### config.mk
export PLATFORM = sky130hd
export DESIGN_NAME = blitter
export DESIGN_NICKNAME = d
export VERILOG_FILES = /design/src/verilog/blit_pkg.sv /design/src/verilog/blit_alu.sv /design/src/verilog/blit_engine.sv /design/src/verilog/blit_regs.sv /design/src/verilog/blitter.sv
export SDC_FILE = /design/constraint.sdc
export NUM_CORES = 1
export LEC_CHECK = 0
export BUFFER_PORTS_ARGS = -buffer_cell sky130_fd_sc_hd__buf_2
export CAP_MARGIN = 20
export CORE_MARGIN = 1.5
export CORE_UTILIZATION = 50
export DETAILED_ROUTE_END_ITERATION = 10
export PLACE_DENSITY = 0.65
export SETUP_SLACK_MARGIN = 0.15
export SLEW_MARGIN = 20
export SYNTH_ARGS = -nofsm -noshare
export SYNTH_HDL_FRONTEND = slang
export SYNTH_HIERARCHICAL = 1
export SYNTH_SLANG_ARGS = --single-unit
export TNS_END_PERCENT = 5
### constraint.sdc
create_clock -name clk -period 11.2 [get_ports clk]
set_input_delay 1.12 -clock clk [delete_from_list [all_inputs] [get_ports clk]]
set_output_delay 1.12 -clock clk [all_outputs]
set_load 0.01 [all_outputs]
### src/verilog/blit_pkg.sv
// shared blitter types and register map; VRAM words and addresses are fixed at 16 bits

package blit_pkg;

    typedef logic [15:0] word_t;            // VRAM data word
    typedef logic [15:0] addr_t;            // VRAM word address
    typedef logic [3:0]  reg_num_t;         // host register number
    typedef logic [3:0]  nib_mask_t;        // one enable per nibble of a word

    // combine operation, C is always xored last
    typedef enum logic [1:0] {
        OP_A_XOR_C       = 2'd0,            // D = A ^ C
        OP_A_AND_B_XOR_C = 2'd1,            // D = (A & B) ^ C
        OP_A_XOR_B_XOR_C = 2'd2,            // D = A ^ B ^ C
        OP_A_ADD_B_XOR_C = 2'd3             // nibble-wise add, carries dropped
    } blit_op_t;

    // which operand decides transparency, and at what grain
    typedef enum logic [1:0] {
        TRANS_A_4B = 2'd0,                  // zero nibbles of A are kept
        TRANS_A_8B = 2'd1,                  // zero bytes of A are kept
        TRANS_B_4B = 2'd2,
        TRANS_B_8B = 2'd3
    } blit_trans_t;

    // host register numbers, the rest read zero
    localparam reg_num_t REG_CTRL  = 4'd0;
    localparam reg_num_t REG_MOD_A = 4'd1;
    localparam reg_num_t REG_MOD_B = 4'd2;
    localparam reg_num_t REG_MOD_D = 4'd3;
    localparam reg_num_t REG_SRC_A = 4'd4;
    localparam reg_num_t REG_SRC_B = 4'd5;
    localparam reg_num_t REG_VAL_C = 4'd6;
    localparam reg_num_t REG_DST_D = 4'd7;
    localparam reg_num_t REG_LINES = 4'd8;
    localparam reg_num_t REG_COUNT = 4'd9;  // writing here queues the blit

    // CTRL bit positions
    localparam int CTRL_A_CONST = 0;
    localparam int CTRL_B_CONST = 1;
    localparam int CTRL_TRANS   = 2;        // two bits
    localparam int CTRL_OP      = 4;        // two bits

    // one full blit description as held in the queue slot
    typedef struct packed {
        logic        a_const;               // A taken from src_a, never read
        logic        b_const;               // B taken from src_b, never read
        blit_trans_t trans;
        blit_op_t    op;
        word_t       mod_a;                 // added to A address at line end
        word_t       mod_b;
        word_t       mod_d;
        word_t       src_a;
        word_t       src_b;
        word_t       val_c;
        word_t       dst_d;
        word_t       lines;                 // line count minus one
        word_t       count;                 // words per line minus one
    } blit_cfg_t;

endpackage

### src/verilog/blit_alu.sv
// combinational D = f(A, B) ^ C with a nibble write mask; no shifting or edge masks

`timescale 1ns/1ps

module blit_alu (
    input  blit_pkg::blit_op_t     op_i,
    input  blit_pkg::blit_trans_t  trans_i,
    input  blit_pkg::word_t        val_a_i,
    input  blit_pkg::word_t        val_b_i,
    input  blit_pkg::word_t        val_c_i,
    output blit_pkg::word_t        val_d_o,
    output blit_pkg::nib_mask_t    mask_o       // bit n enables nibble n
);

    blit_pkg::word_t  nib_sum;                  // A + B per nibble
    blit_pkg::word_t  sel_word;                 // operand that decides transparency

    // four independent 4-bit adds, carries lost
    always_comb begin
        for (int i = 0; i < 4; i++) begin
            nib_sum[4*i +: 4] = val_a_i[4*i +: 4] + val_b_i[4*i +: 4];
        end
    end

    always_comb begin
        case (op_i)
            blit_pkg::OP_A_XOR_C:       val_d_o = val_a_i ^ val_c_i;
            blit_pkg::OP_A_AND_B_XOR_C: val_d_o = (val_a_i & val_b_i) ^ val_c_i;
            blit_pkg::OP_A_XOR_B_XOR_C: val_d_o = val_a_i ^ val_b_i ^ val_c_i;
            default:                    val_d_o = nib_sum ^ val_c_i;
        endcase
    end

    // zero nibbles or bytes of the selector leave memory untouched
    always_comb begin
        case (trans_i)
            blit_pkg::TRANS_A_4B,
            blit_pkg::TRANS_A_8B: sel_word = val_a_i;
            default:              sel_word = val_b_i;
        endcase

        if (trans_i == blit_pkg::TRANS_A_8B || trans_i == blit_pkg::TRANS_B_8B) begin
            mask_o = {{2{|sel_word[15:8]}}, {2{|sel_word[7:0]}}};   // byte grain
        end else begin
            mask_o = {|sel_word[15:12], |sel_word[11:8],
                      |sel_word[7:4],   |sel_word[3:0]};
        end
    end

endmodule

### src/verilog/blit_engine.sv
// blit sequencer; reads B then A per word, writes D; addresses wrap at 64K words

`timescale 1ns/1ps

module blit_engine (
    input  logic                 clk,
    input  logic                 reset_i,
    input  blit_pkg::blit_cfg_t  cfg_i,
    input  logic                 queued_i,
    output logic                 take_o,            // pulse in SETUP
    output logic                 busy_o,
    output logic                 done_o,            // one cycle per finished blit
    output logic                 vram_sel_o,
    output logic                 vram_wr_o,
    output blit_pkg::nib_mask_t  vram_wr_mask_o,
    output blit_pkg::addr_t      vram_addr_o,
    output blit_pkg::word_t      vram_data_o,
    input  blit_pkg::word_t      vram_data_i,
    input  logic                 vram_ack_i
);

    typedef enum logic [3:0] {
        IDLE, SETUP, RD, WAIT_RD_B, WAIT_RD_A, EXEC, WAIT_WR_D, LINE_DONE, DONE
    } state_t;

    state_t                  state;

    // working copy of the running blit
    logic                    a_const;
    logic                    b_const;
    blit_pkg::blit_trans_t   trans;
    blit_pkg::blit_op_t      op;
    blit_pkg::word_t         mod_a;
    blit_pkg::word_t         mod_b;
    blit_pkg::word_t         mod_d;
    blit_pkg::word_t         val_c;
    blit_pkg::word_t         width;
    blit_pkg::addr_t         addr_a;
    blit_pkg::addr_t         addr_b;
    blit_pkg::addr_t         addr_d;
    blit_pkg::word_t         val_a;
    blit_pkg::word_t         val_b;
    logic [16:0]             word_cnt;              // top bit set on the last word
    logic [16:0]             line_cnt;              // top bit set on the last line

    blit_pkg::word_t         alu_d;
    blit_pkg::nib_mask_t     alu_mask;

    assign take_o = (state == SETUP);
    assign busy_o = (state != IDLE);

    blit_alu u_alu (
        .op_i     (op),
        .trans_i  (trans),
        .val_a_i  (val_a),
        .val_b_i  (val_b),
        .val_c_i  (val_c),
        .val_d_o  (alu_d),
        .mask_o   (alu_mask)
    );

    always_ff @(posedge clk) begin
        if (reset_i) begin
            state      <= IDLE;
            vram_sel_o <= 1'b0;
            vram_wr_o  <= 1'b0;
            done_o     <= 1'b0;
        end else begin
            done_o <= 1'b0;

            case (state)
                IDLE: begin
                    if (queued_i) begin
                        state <= SETUP;
                    end
                end
                SETUP: begin
                    a_const  <= cfg_i.a_const;
                    b_const  <= cfg_i.b_const;
                    trans    <= cfg_i.trans;
                    op       <= cfg_i.op;
                    mod_a    <= cfg_i.mod_a;
                    mod_b    <= cfg_i.mod_b;
                    mod_d    <= cfg_i.mod_d;
                    val_c    <= cfg_i.val_c;
                    width    <= cfg_i.count;
                    addr_a   <= cfg_i.src_a;
                    addr_b   <= cfg_i.src_b;
                    addr_d   <= cfg_i.dst_d;
                    val_a    <= cfg_i.src_a;            // used as is when A is constant
                    val_b    <= cfg_i.src_b;
                    line_cnt <= {1'b0, cfg_i.lines};
                    state    <= RD;
                end
                RD, WAIT_WR_D: begin
                    if (state == RD) begin
                        line_cnt <= line_cnt - 17'd1;
                        word_cnt <= {1'b0, width} - 17'd1;
                    end else if (vram_ack_i) begin
                        word_cnt <= word_cnt - 17'd1;
                    end

                    if (state == WAIT_WR_D && !vram_ack_i) begin
                        state <= WAIT_WR_D;             // hold the write request
                    end else if (state == WAIT_WR_D && word_cnt[16]) begin
                        vram_sel_o <= 1'b0;
                        vram_wr_o  <= 1'b0;
                        state      <= LINE_DONE;
                    end else if (!b_const) begin
                        vram_sel_o <= 1'b1;
                        vram_wr_o  <= 1'b0;
                        vram_addr_o <= addr_b;
                        addr_b     <= addr_b + 16'd1;
                        state      <= WAIT_RD_B;
                    end else if (!a_const) begin
                        vram_sel_o <= 1'b1;
                        vram_wr_o  <= 1'b0;
                        vram_addr_o <= addr_a;
                        addr_a     <= addr_a + 16'd1;
                        state      <= WAIT_RD_A;
                    end else begin
                        vram_sel_o <= 1'b0;
                        vram_wr_o  <= 1'b0;
                        state      <= EXEC;             // both constant, straight to write
                    end
                end
                WAIT_RD_B: begin
                    if (vram_ack_i) begin
                        val_b <= vram_data_i;
                        if (!a_const) begin
                            vram_addr_o <= addr_a;      // sel stays up for the A read
                            addr_a      <= addr_a + 16'd1;
                            state       <= WAIT_RD_A;
                        end else begin
                            vram_sel_o <= 1'b0;
                            state      <= EXEC;
                        end
                    end
                end
                WAIT_RD_A: begin
                    if (vram_ack_i) begin
                        val_a      <= vram_data_i;
                        vram_sel_o <= 1'b0;
                        state      <= EXEC;
                    end
                end
                EXEC: begin
                    vram_sel_o     <= 1'b1;
                    vram_wr_o      <= 1'b1;
                    vram_addr_o    <= addr_d;
                    vram_data_o    <= alu_d;
                    vram_wr_mask_o <= alu_mask;         // registered with the request
                    addr_d         <= addr_d + 16'd1;
                    state          <= WAIT_WR_D;
                end
                LINE_DONE: begin
                    addr_a <= addr_a + mod_a;
                    addr_b <= addr_b + mod_b;
                    addr_d <= addr_d + mod_d;
                    state  <= line_cnt[16] ? DONE : RD;
                end
                DONE: begin
                    done_o <= 1'b1;
                    state  <= queued_i ? SETUP : IDLE;  // next blit skips IDLE
                end
                default: begin
                    state <= IDLE;
                end
            endcase
        end
    end

endmodule

### src/verilog/blit_regs.sv
// host register bank with a one-deep blit queue; writes while full overwrite the queued blit

`timescale 1ns/1ps

module blit_regs (
    input  logic                 clk,
    input  logic                 reset_i,
    input  logic                 reg_wr_i,      // one cycle write strobe
    input  blit_pkg::reg_num_t   reg_num_i,
    input  blit_pkg::word_t      reg_data_i,
    output blit_pkg::word_t      reg_data_o,    // registered read-back
    input  logic                 take_i,        // engine copies cfg_o this cycle
    output blit_pkg::blit_cfg_t  cfg_o,
    output logic                 queued_o       // slot holds a blit not yet taken
);

    // host writes and queue flag
    always_ff @(posedge clk) begin
        if (reset_i) begin
            cfg_o    <= '0;
            queued_o <= 1'b0;
        end else begin
            if (take_i) begin
                queued_o <= 1'b0;
            end

            if (reg_wr_i) begin
                case (reg_num_i)
                    blit_pkg::REG_CTRL: begin
                        cfg_o.a_const <= reg_data_i[blit_pkg::CTRL_A_CONST];
                        cfg_o.b_const <= reg_data_i[blit_pkg::CTRL_B_CONST];
                        cfg_o.trans   <= blit_pkg::blit_trans_t'(
                                             reg_data_i[blit_pkg::CTRL_TRANS +: 2]);
                        cfg_o.op      <= blit_pkg::blit_op_t'(
                                             reg_data_i[blit_pkg::CTRL_OP +: 2]);
                    end
                    blit_pkg::REG_MOD_A: begin
                        cfg_o.mod_a <= reg_data_i;
                    end
                    blit_pkg::REG_MOD_B: begin
                        cfg_o.mod_b <= reg_data_i;
                    end
                    blit_pkg::REG_MOD_D: begin
                        cfg_o.mod_d <= reg_data_i;
                    end
                    blit_pkg::REG_SRC_A: begin
                        cfg_o.src_a <= reg_data_i;
                    end
                    blit_pkg::REG_SRC_B: begin
                        cfg_o.src_b <= reg_data_i;
                    end
                    blit_pkg::REG_VAL_C: begin
                        cfg_o.val_c <= reg_data_i;
                    end
                    blit_pkg::REG_DST_D: begin
                        cfg_o.dst_d <= reg_data_i;
                    end
                    blit_pkg::REG_LINES: begin
                        cfg_o.lines <= reg_data_i;
                    end
                    blit_pkg::REG_COUNT: begin
                        cfg_o.count <= reg_data_i;
                        queued_o    <= 1'b1;        // overrides a take in the same cycle
                    end
                    default: begin
                    end
                endcase
            end
        end
    end

    // read-back mux, one cycle behind reg_num_i
    always_ff @(posedge clk) begin
        case (reg_num_i)
            blit_pkg::REG_CTRL:  reg_data_o <= {10'd0, cfg_o.op, cfg_o.trans,
                                                cfg_o.b_const, cfg_o.a_const};
            blit_pkg::REG_MOD_A: reg_data_o <= cfg_o.mod_a;
            blit_pkg::REG_MOD_B: reg_data_o <= cfg_o.mod_b;
            blit_pkg::REG_MOD_D: reg_data_o <= cfg_o.mod_d;
            blit_pkg::REG_SRC_A: reg_data_o <= cfg_o.src_a;
            blit_pkg::REG_SRC_B: reg_data_o <= cfg_o.src_b;
            blit_pkg::REG_VAL_C: reg_data_o <= cfg_o.val_c;
            blit_pkg::REG_DST_D: reg_data_o <= cfg_o.dst_d;
            blit_pkg::REG_LINES: reg_data_o <= cfg_o.lines;
            blit_pkg::REG_COUNT: reg_data_o <= cfg_o.count;
            default:             reg_data_o <= '0;      // unmapped numbers
        endcase
    end

endmodule

### src/verilog/blitter.sv
// blitter top; one queued blit behind the running one, VRAM bus uses sel/ack level handshake

`timescale 1ns/1ps

module blitter (
    input  logic                 clk,
    input  logic                 reset_i,
    // host register port
    input  logic                 reg_wr_i,
    input  blit_pkg::reg_num_t   reg_num_i,
    input  blit_pkg::word_t      reg_data_i,
    output blit_pkg::word_t      reg_data_o,
    // status
    output logic                 busy_o,
    output logic                 full_o,
    output logic                 done_o,
    // VRAM bus
    output logic                 vram_sel_o,
    output logic                 vram_wr_o,
    output blit_pkg::nib_mask_t  vram_wr_mask_o,
    output blit_pkg::addr_t      vram_addr_o,
    output blit_pkg::word_t      vram_data_o,
    input  blit_pkg::word_t      vram_data_i,
    input  logic                 vram_ack_i
);

    blit_pkg::blit_cfg_t  cfg;                  // queued blit description
    logic                 queued;
    logic                 take;

    assign full_o = queued;

    blit_regs u_regs (
        .clk        (clk),
        .reset_i    (reset_i),
        .reg_wr_i   (reg_wr_i),
        .reg_num_i  (reg_num_i),
        .reg_data_i (reg_data_i),
        .reg_data_o (reg_data_o),
        .take_i     (take),
        .cfg_o      (cfg),
        .queued_o   (queued)
    );

    blit_engine u_engine (
        .clk            (clk),
        .reset_i        (reset_i),
        .cfg_i          (cfg),
        .queued_i       (queued),
        .take_o         (take),
        .busy_o         (busy_o),
        .done_o         (done_o),
        .vram_sel_o     (vram_sel_o),
        .vram_wr_o      (vram_wr_o),
        .vram_wr_mask_o (vram_wr_mask_o),
        .vram_addr_o    (vram_addr_o),
        .vram_data_o    (vram_data_o),
        .vram_data_i    (vram_data_i),
        .vram_ack_i     (vram_ack_i)
    );

endmodule

# [Word level (Yosys, flattened, before mapping)]
# Cells that the tools add are included.
[classes] n_addsub=13 n_eq_ne=30 muxes=52 bitwise=7 n_reduce_logical=50
[op_table] op="2-to-1 mux 16 bit" n=15
[op_table] op="case mux 16 bit (3 select lines)" n=4
[op_table] op="case mux 16 bit (10 select lines)" n=1
[op_table] op="bitwise XOR 16 bit" n=5
[op_table] op="case mux 16 bit (2 select lines)" n=2
[op_table] op="case mux 16 bit (4 select lines)" n=1
[op_table] op="2-to-1 mux 17 bit" n=3
[op_table] op="adder 16 x 1 -> 16 bit (second input constant)" n=3
[op_table] op="adder 16 bit" n=3
[op_table] op="case mux 17 bit (2 select lines)" n=1
[op_table] op="subtractor 17 x 1 -> 17 bit (second input constant)" n=2
[op_table] op="== test 4 x 3 -> 1 bit (second input constant)" n=8
[op_table] op="2-to-1 mux 4 bit" n=8
[op_table] op="case mux 4 bit (8 select lines)" n=1
[op_table] op="AND reduction 2 bit" n=14
[op_table] op="subtractor 16 x 1 -> 17 bit (second input constant)" n=1
[op_table] op="adder 4 bit" n=4
[op_table] op="bitwise AND 16 bit" n=1
[op_table] op="== test 4 x 2 -> 1 bit (second input constant)" n=4
[op_table] op="OR reduction 4 bit" n=4
[op_table] op="OR reduction 8 bit" n=2
[op_table] op="AND reduction 3 bit" n=5
[op_table] op="AND reduction 5 bit" n=3
[op_table] op="2-to-1 mux 1 bit" n=14
[op_table] op="19 further kinds" n=43
[totals] regBits=410 input_bits=40 out_inout_bits=57 elab_cells=190

# [Logic depth before layout (Yosys ltp)]
[logic_depth] ltp_word=6 mapped_depth=13 ltp_nobuf=11

# [Cells and area by module]
# Netlist, hierarchy kept.
[by_module_without_submodules] module="blit_engine" n_inst=1 cells_each=1111 area_per_inst_um2=12700.9 seq_area_each_um2=7226.9
[by_module_without_submodules] module="blit_regs" n_inst=1 cells_each=896 area_per_inst_um2=7056.8 seq_area_each_um2=3343.2
[by_module_without_submodules] module="blit_alu" n_inst=1 cells_each=128 area_per_inst_um2=1139.8 seq_area_each_um2=0.0

# [Worst setup path before layout]
# No wires, ideal clock.
[synth_path] path_kind="input to register" startpoint="input reset_i" endpoint="register u_engine.a_const (enable)" setup_ns=0.531 t_arrival_ns=4.926 required_time_ns=10.669 setup_slack_ns=5.743 cell_stages=2 path_buffers=1 cell_sequence="clkbuf_1 nor2_1"
[synth_between] elab_chain_cells=2
[synth_rtl] item="start: declaration" line="blitter.sv:7" text="input logic reset_i,"
[synth_rtl] item="NOT 1 bit (no line)"
[synth_rtl] item="AND reduction 2 bit (no line)"
[synth_rtl] item="end signal: assignment" line="blit_engine.sv:78" text="a_const <= cfg_i.a_const;"
[synth_rtl] item="end: declaration" line="blit_engine.sv:29" text="logic a_const;"
# No other way between the ends.
# A chain may end at the register's enable or synchronous reset.

# [Final worst setup path]
[layout_path] startpoint="register u_engine.state[0]" endpoint="register u_engine.addr_a[12], data pin"
[layout_between] elab_chain_cells=3 elab_cells_between_ends=7 classes_between="eq/ne: 5; mux: 1; reduce/logical: 1"
[layout_rtl] item="start: declaration" line="blit_engine.sv:26" text="state_t state;"
[layout_rtl] item="start signal: assignment" line="blit_engine.sv:160" text="state <= line_cnt[16] ? DONE : RD;"
[layout_rtl] item="start signal: assignment" line="blit_engine.sv:164" text="state <= queued_i ? SETUP : IDLE;"
[layout_rtl] item="== test 4 x 3 -> 1 bit / == test 4 x 2 -> 1 bit (equally long branches)" line="blit_engine.sv:71" text="case (state)"
[layout_rtl] item="OR reduction 2 bit" line="blit_engine.sv:71"
[layout_rtl] item="case mux 16 bit (4 select lines) *" line="blit_engine.sv:71"
[layout_rtl] item="end signal: assignment" line="blit_engine.sv:87" text="addr_a <= cfg_i.src_a;"
[layout_rtl] item="end signal: assignment" line="blit_engine.sv:119" text="addr_a <= addr_a + 16'd1;"
[layout_rtl] item="end signal: assignment" line="blit_engine.sv:132" text="addr_a <= addr_a + 16'd1;"
[layout_rtl] item="end: declaration" line="blit_engine.sv:38" text="blit_pkg::addr_t addr_a;"
# Every way passes the cells marked *; elsewhere a longest branch is shown, timed or not.

==> results.tsv <==
stage	metric	value	unit
synth	synth_top_family_by_area	simple AND/OR/NAND/NOR gates	
route	ant_nets	0	
place	portBuffers	96	
route	dr_total_vias	17000	
timing	tightest_slew	1.14	ns
worst_setup_path	arrival	5.07	ns
cts	clock-root-buffer	clkbuf_16	
timing	hold_ws	0.465	ns
final_layout	drive_above_1_share	12.0	%
synth	synthDistinctLibCells	90	
cts	post-cts-setup-buffers	0	
route	viasPerCell	6.23	
route	first_pass_iters	9	
timing	relSlewSlack	23.7	%
timing	slew_violations	0	
timing	fmax	209	MHz
place	routabilityCongestion	0.997	
min_path	hold_path_class	reg -> reg	
place	dpl.hpwl	50200	um
cts	cts.reportedPaths.clkPinSlew	0.06	ns
synth	synth_compound_area_share	15.1	%
die	fp-row-count	74	
run_status	violations	design-rule violations	
worst_setup_path	endpoint_kind	flip-flop	
synth	ys_seq_area_share	50.6	%
synth	synth_flop_cell	edfxtp_1	
cts	cts_tree	done	
final_layout	final_core_util	56.4	%
cts	cts_buffer_depth	3	
timing	post-route-period-util	42.7	%
synth	synthAdderAreaFrac	4.62	%
synth	synth_seq_cells	410	
grt	grt-ovfl-total	0	
synth	avgSynthCellArea	9.79	um2
place	pre_cts_slack	6.59	ns
grt	grt_pass1_vias	15900	
synth	syn_inst	2135	
cts	cts_sinks	410	
worst_setup_path	startpoint_type	flip-flop	
worst_setup_path	cp.required	11.49	ns
timing	rsz0062_at_grt	false	
die	dieArea	43000	um2
die	design.core.area	41000	um2
die	dieHeight	207	um
synth	synth_edf_count	236	
synth	syn_area	20900	um2
cts	ctsHtreeMaxLevel	2	
grt	antenna_found_initial	4	
worst_setup_path	crit_path_max_fanout	58	
timing	setup_viol	0	
route	avgRoutedWirePerCell	25.5	um
route	drc	10	
route	wirelength	69500	um
synth	synthMuxAreaShare	4.81	%
synth	async_reset_ff_share	0	%
timing	fin_ws	6.42	ns
timing	fin_crit	4.78	ns
final_layout	n_fill_cell	3610	
die	initial_utilization	50.9	%
synth	syn_nets	2248	
timing	tns	0	ns
timing	skew	0.0278	ns
final_layout	areaGrowthSynthToFinish	10.8	%
cts	cts.repair.resized	0	
power_and_ir_drop	powerDensity	154	nW/um2
cts	cts_made_buffers	45	
power_and_ir_drop	ir_drop	0.000119	V
final_layout	final_nets	2269	
die	io_pins	97	
timing	hold_viol	0	
grt	grt_use_total	31.9	%
synth	synthXorXnorAreaFrac	3.77	%
route	drtIter0Drc	2357	
grt	grt_pass1_wl	102000	um
cts	cts_hold_buf	0	
worst_setup_path	path_class	reg -> reg	
synth	synthSimpleGateAreaFrac	17.4	%
run	drv_cap	0	
grt	grt_max_degree	95	
synth	yosysWarnings	6	
die	die_w	207	um
run_status	status	complete, but fails checks	
power_and_ir_drop	p_leak	0.00841	uW
cts	worstSkewPairLatency	0.59	ns
[per-stage QoR]
stage	area (um2)	power (uW)	cells
final	23200	3560	2725
after global routing	23200	3660	2724
after CTS	23100	3560	2724
after detailed placement	21600	2010	2641
after global placement	21500	2000	2640
after floorplan	20900	1910	2135
[placed cells by master, fill, tap and decap left out, types with 48 or more instances in the layout]
master      n
a21oi_1   227
buf_2      95
dfxtp_1   174
edfxtp_1  236
ha_1       66
mux2i_1    48
nand2_1   466
nor2_1     99
o21ai_0    96
xnor2_1    50
[flip-flops by register name, indices dropped and copies added (netlist names), 2 cells and up]
register	count
u_engine/state	4
u_regs/cfg_o	150
u_regs/reg_data_o	16
u_engine/addr_b	16
u_engine/op	2
u_engine/trans	2
u_engine/mod_d	16
u_engine/addr_a	16
u_engine/addr_d	16
u_engine/val_b	16
u_engine/vram_wr_mask_o	4
u_engine/val_c	16
u_engine/width	16
u_engine/word_cnt	17
u_engine/vram_data_o	16
u_engine/vram_addr_o	16
u_engine/mod_a	16
u_engine/line_cnt	17
u_engine/mod_b	16
u_engine/val_a	16
[worst max-delay path, stage by stage (launching register included)]
cell and delay [ns]:
dfxtp_1 0.79, and3b_1 0.27, buf_4 0.46, and2_1 0.41, nand2b_1 0.10, ha_1 0.23, fa_1 0.45, a211o_1 0.34
a2111oi_0 0.60, o31ai_1 0.26, o31ai_1 0.29, xor2_1 0.17, o21ai_0 0.08
[per-layer routing]
metal	vias to the layer above	GRT usage (%)	share of wire, %
met5	-	0	0.019
met2	865	46.9	43
met3	162	6.38	9.7
met1	8211	44.7	42
li1	7748	-	-
met4	2	16.1	5.2
[cell families (layout without fill, tap and decap cells)]
group / count (synthesis) / in the layout
muxes: 90 / 90
DFF: 410 / 410
adders and majority gates: 73 / 73
AOI/OAI and AO/OA: 517 / 517
and+or+nand+nor: 795 / 795
buffers and inverters: 160 / 217
other: 0 / 1
xor gates and xnor gates: 90 / 90
[cell type report]
| cell class | count | area (um2) | share of cell area, % |
|---|---|---|---|
| clock buffers | 63 | 1270 | 5.51 |
| repair buffers | 116 | 653 | 2.82 |
| multi-input cells | 1565 | 9620 | 41.5 |
| well taps | 532 | 666 | 2.87 |
| flip-flops and latches | 410 | 10600 | 45.7 |
| inverters | 18 | 67.6 | 0.292 |
| clock inverters | 20 | 300 | 1.30 |
| diodes | 1 | 2.50 | 0.0108 |
[synthesized netlist by cell type, types with 27 or more instances]
cell / count / share of area [%]
nand2_1: 467 / 8.4
edfxtp_1: 236 / 34
a21oi_1: 228 / 5.5
dfxtp_1: 174 / 17
nor2_1: 103 / 1.9
o21ai_0: 96 / 2.3
clkbuf_1: 80 / 1.4
ha_1: 66 / 4.0
xnor2_1: 50 / 2.1
mux2i_1: 48 / 2.3
and3_1: 46 / 1.4
a22oi_1: 43 / 1.5
buf_2: 40 / 0.96
xor2_1: 40 / 1.7
mux2_2: 37 / 2.0
nand3_1: 27 / 0.65
nor3_1: 27 / 0.65
[worst paths after layout]
path | startpoint | end | slack [ns] | cells after the start
worst max-delay path | u_engine/state[0] | u_engine/addr_a[12] | 6.42 | 12
worst max register to register | u_engine/state[0] | u_engine/addr_a[12] | 6.42 | 12
worst min register to register | u_regs/cfg_o[129] | u_engine/mod_a[1] | 0.47 | 0
worst min-delay path | u_regs/cfg_o[129] | u_engine/mod_a[1] | 0.47 | 0
[power breakdown]
| part | leakage (uW) | switching [uW] | internal, uW | total [uW] |
|---|---|---|---|---|
| Combinational | 0.00405 | 196 | 91.4 | 288 |
| Sequential | 0.00359 | 47.5 | 1650 | 1700 |
| Clock | 0.000762 | 632 | 941 | 1570 |
| Total | 0.00841 | 875 | 2680 | 3560 |
No activity file was read; power rests on OpenSTA's default activity.
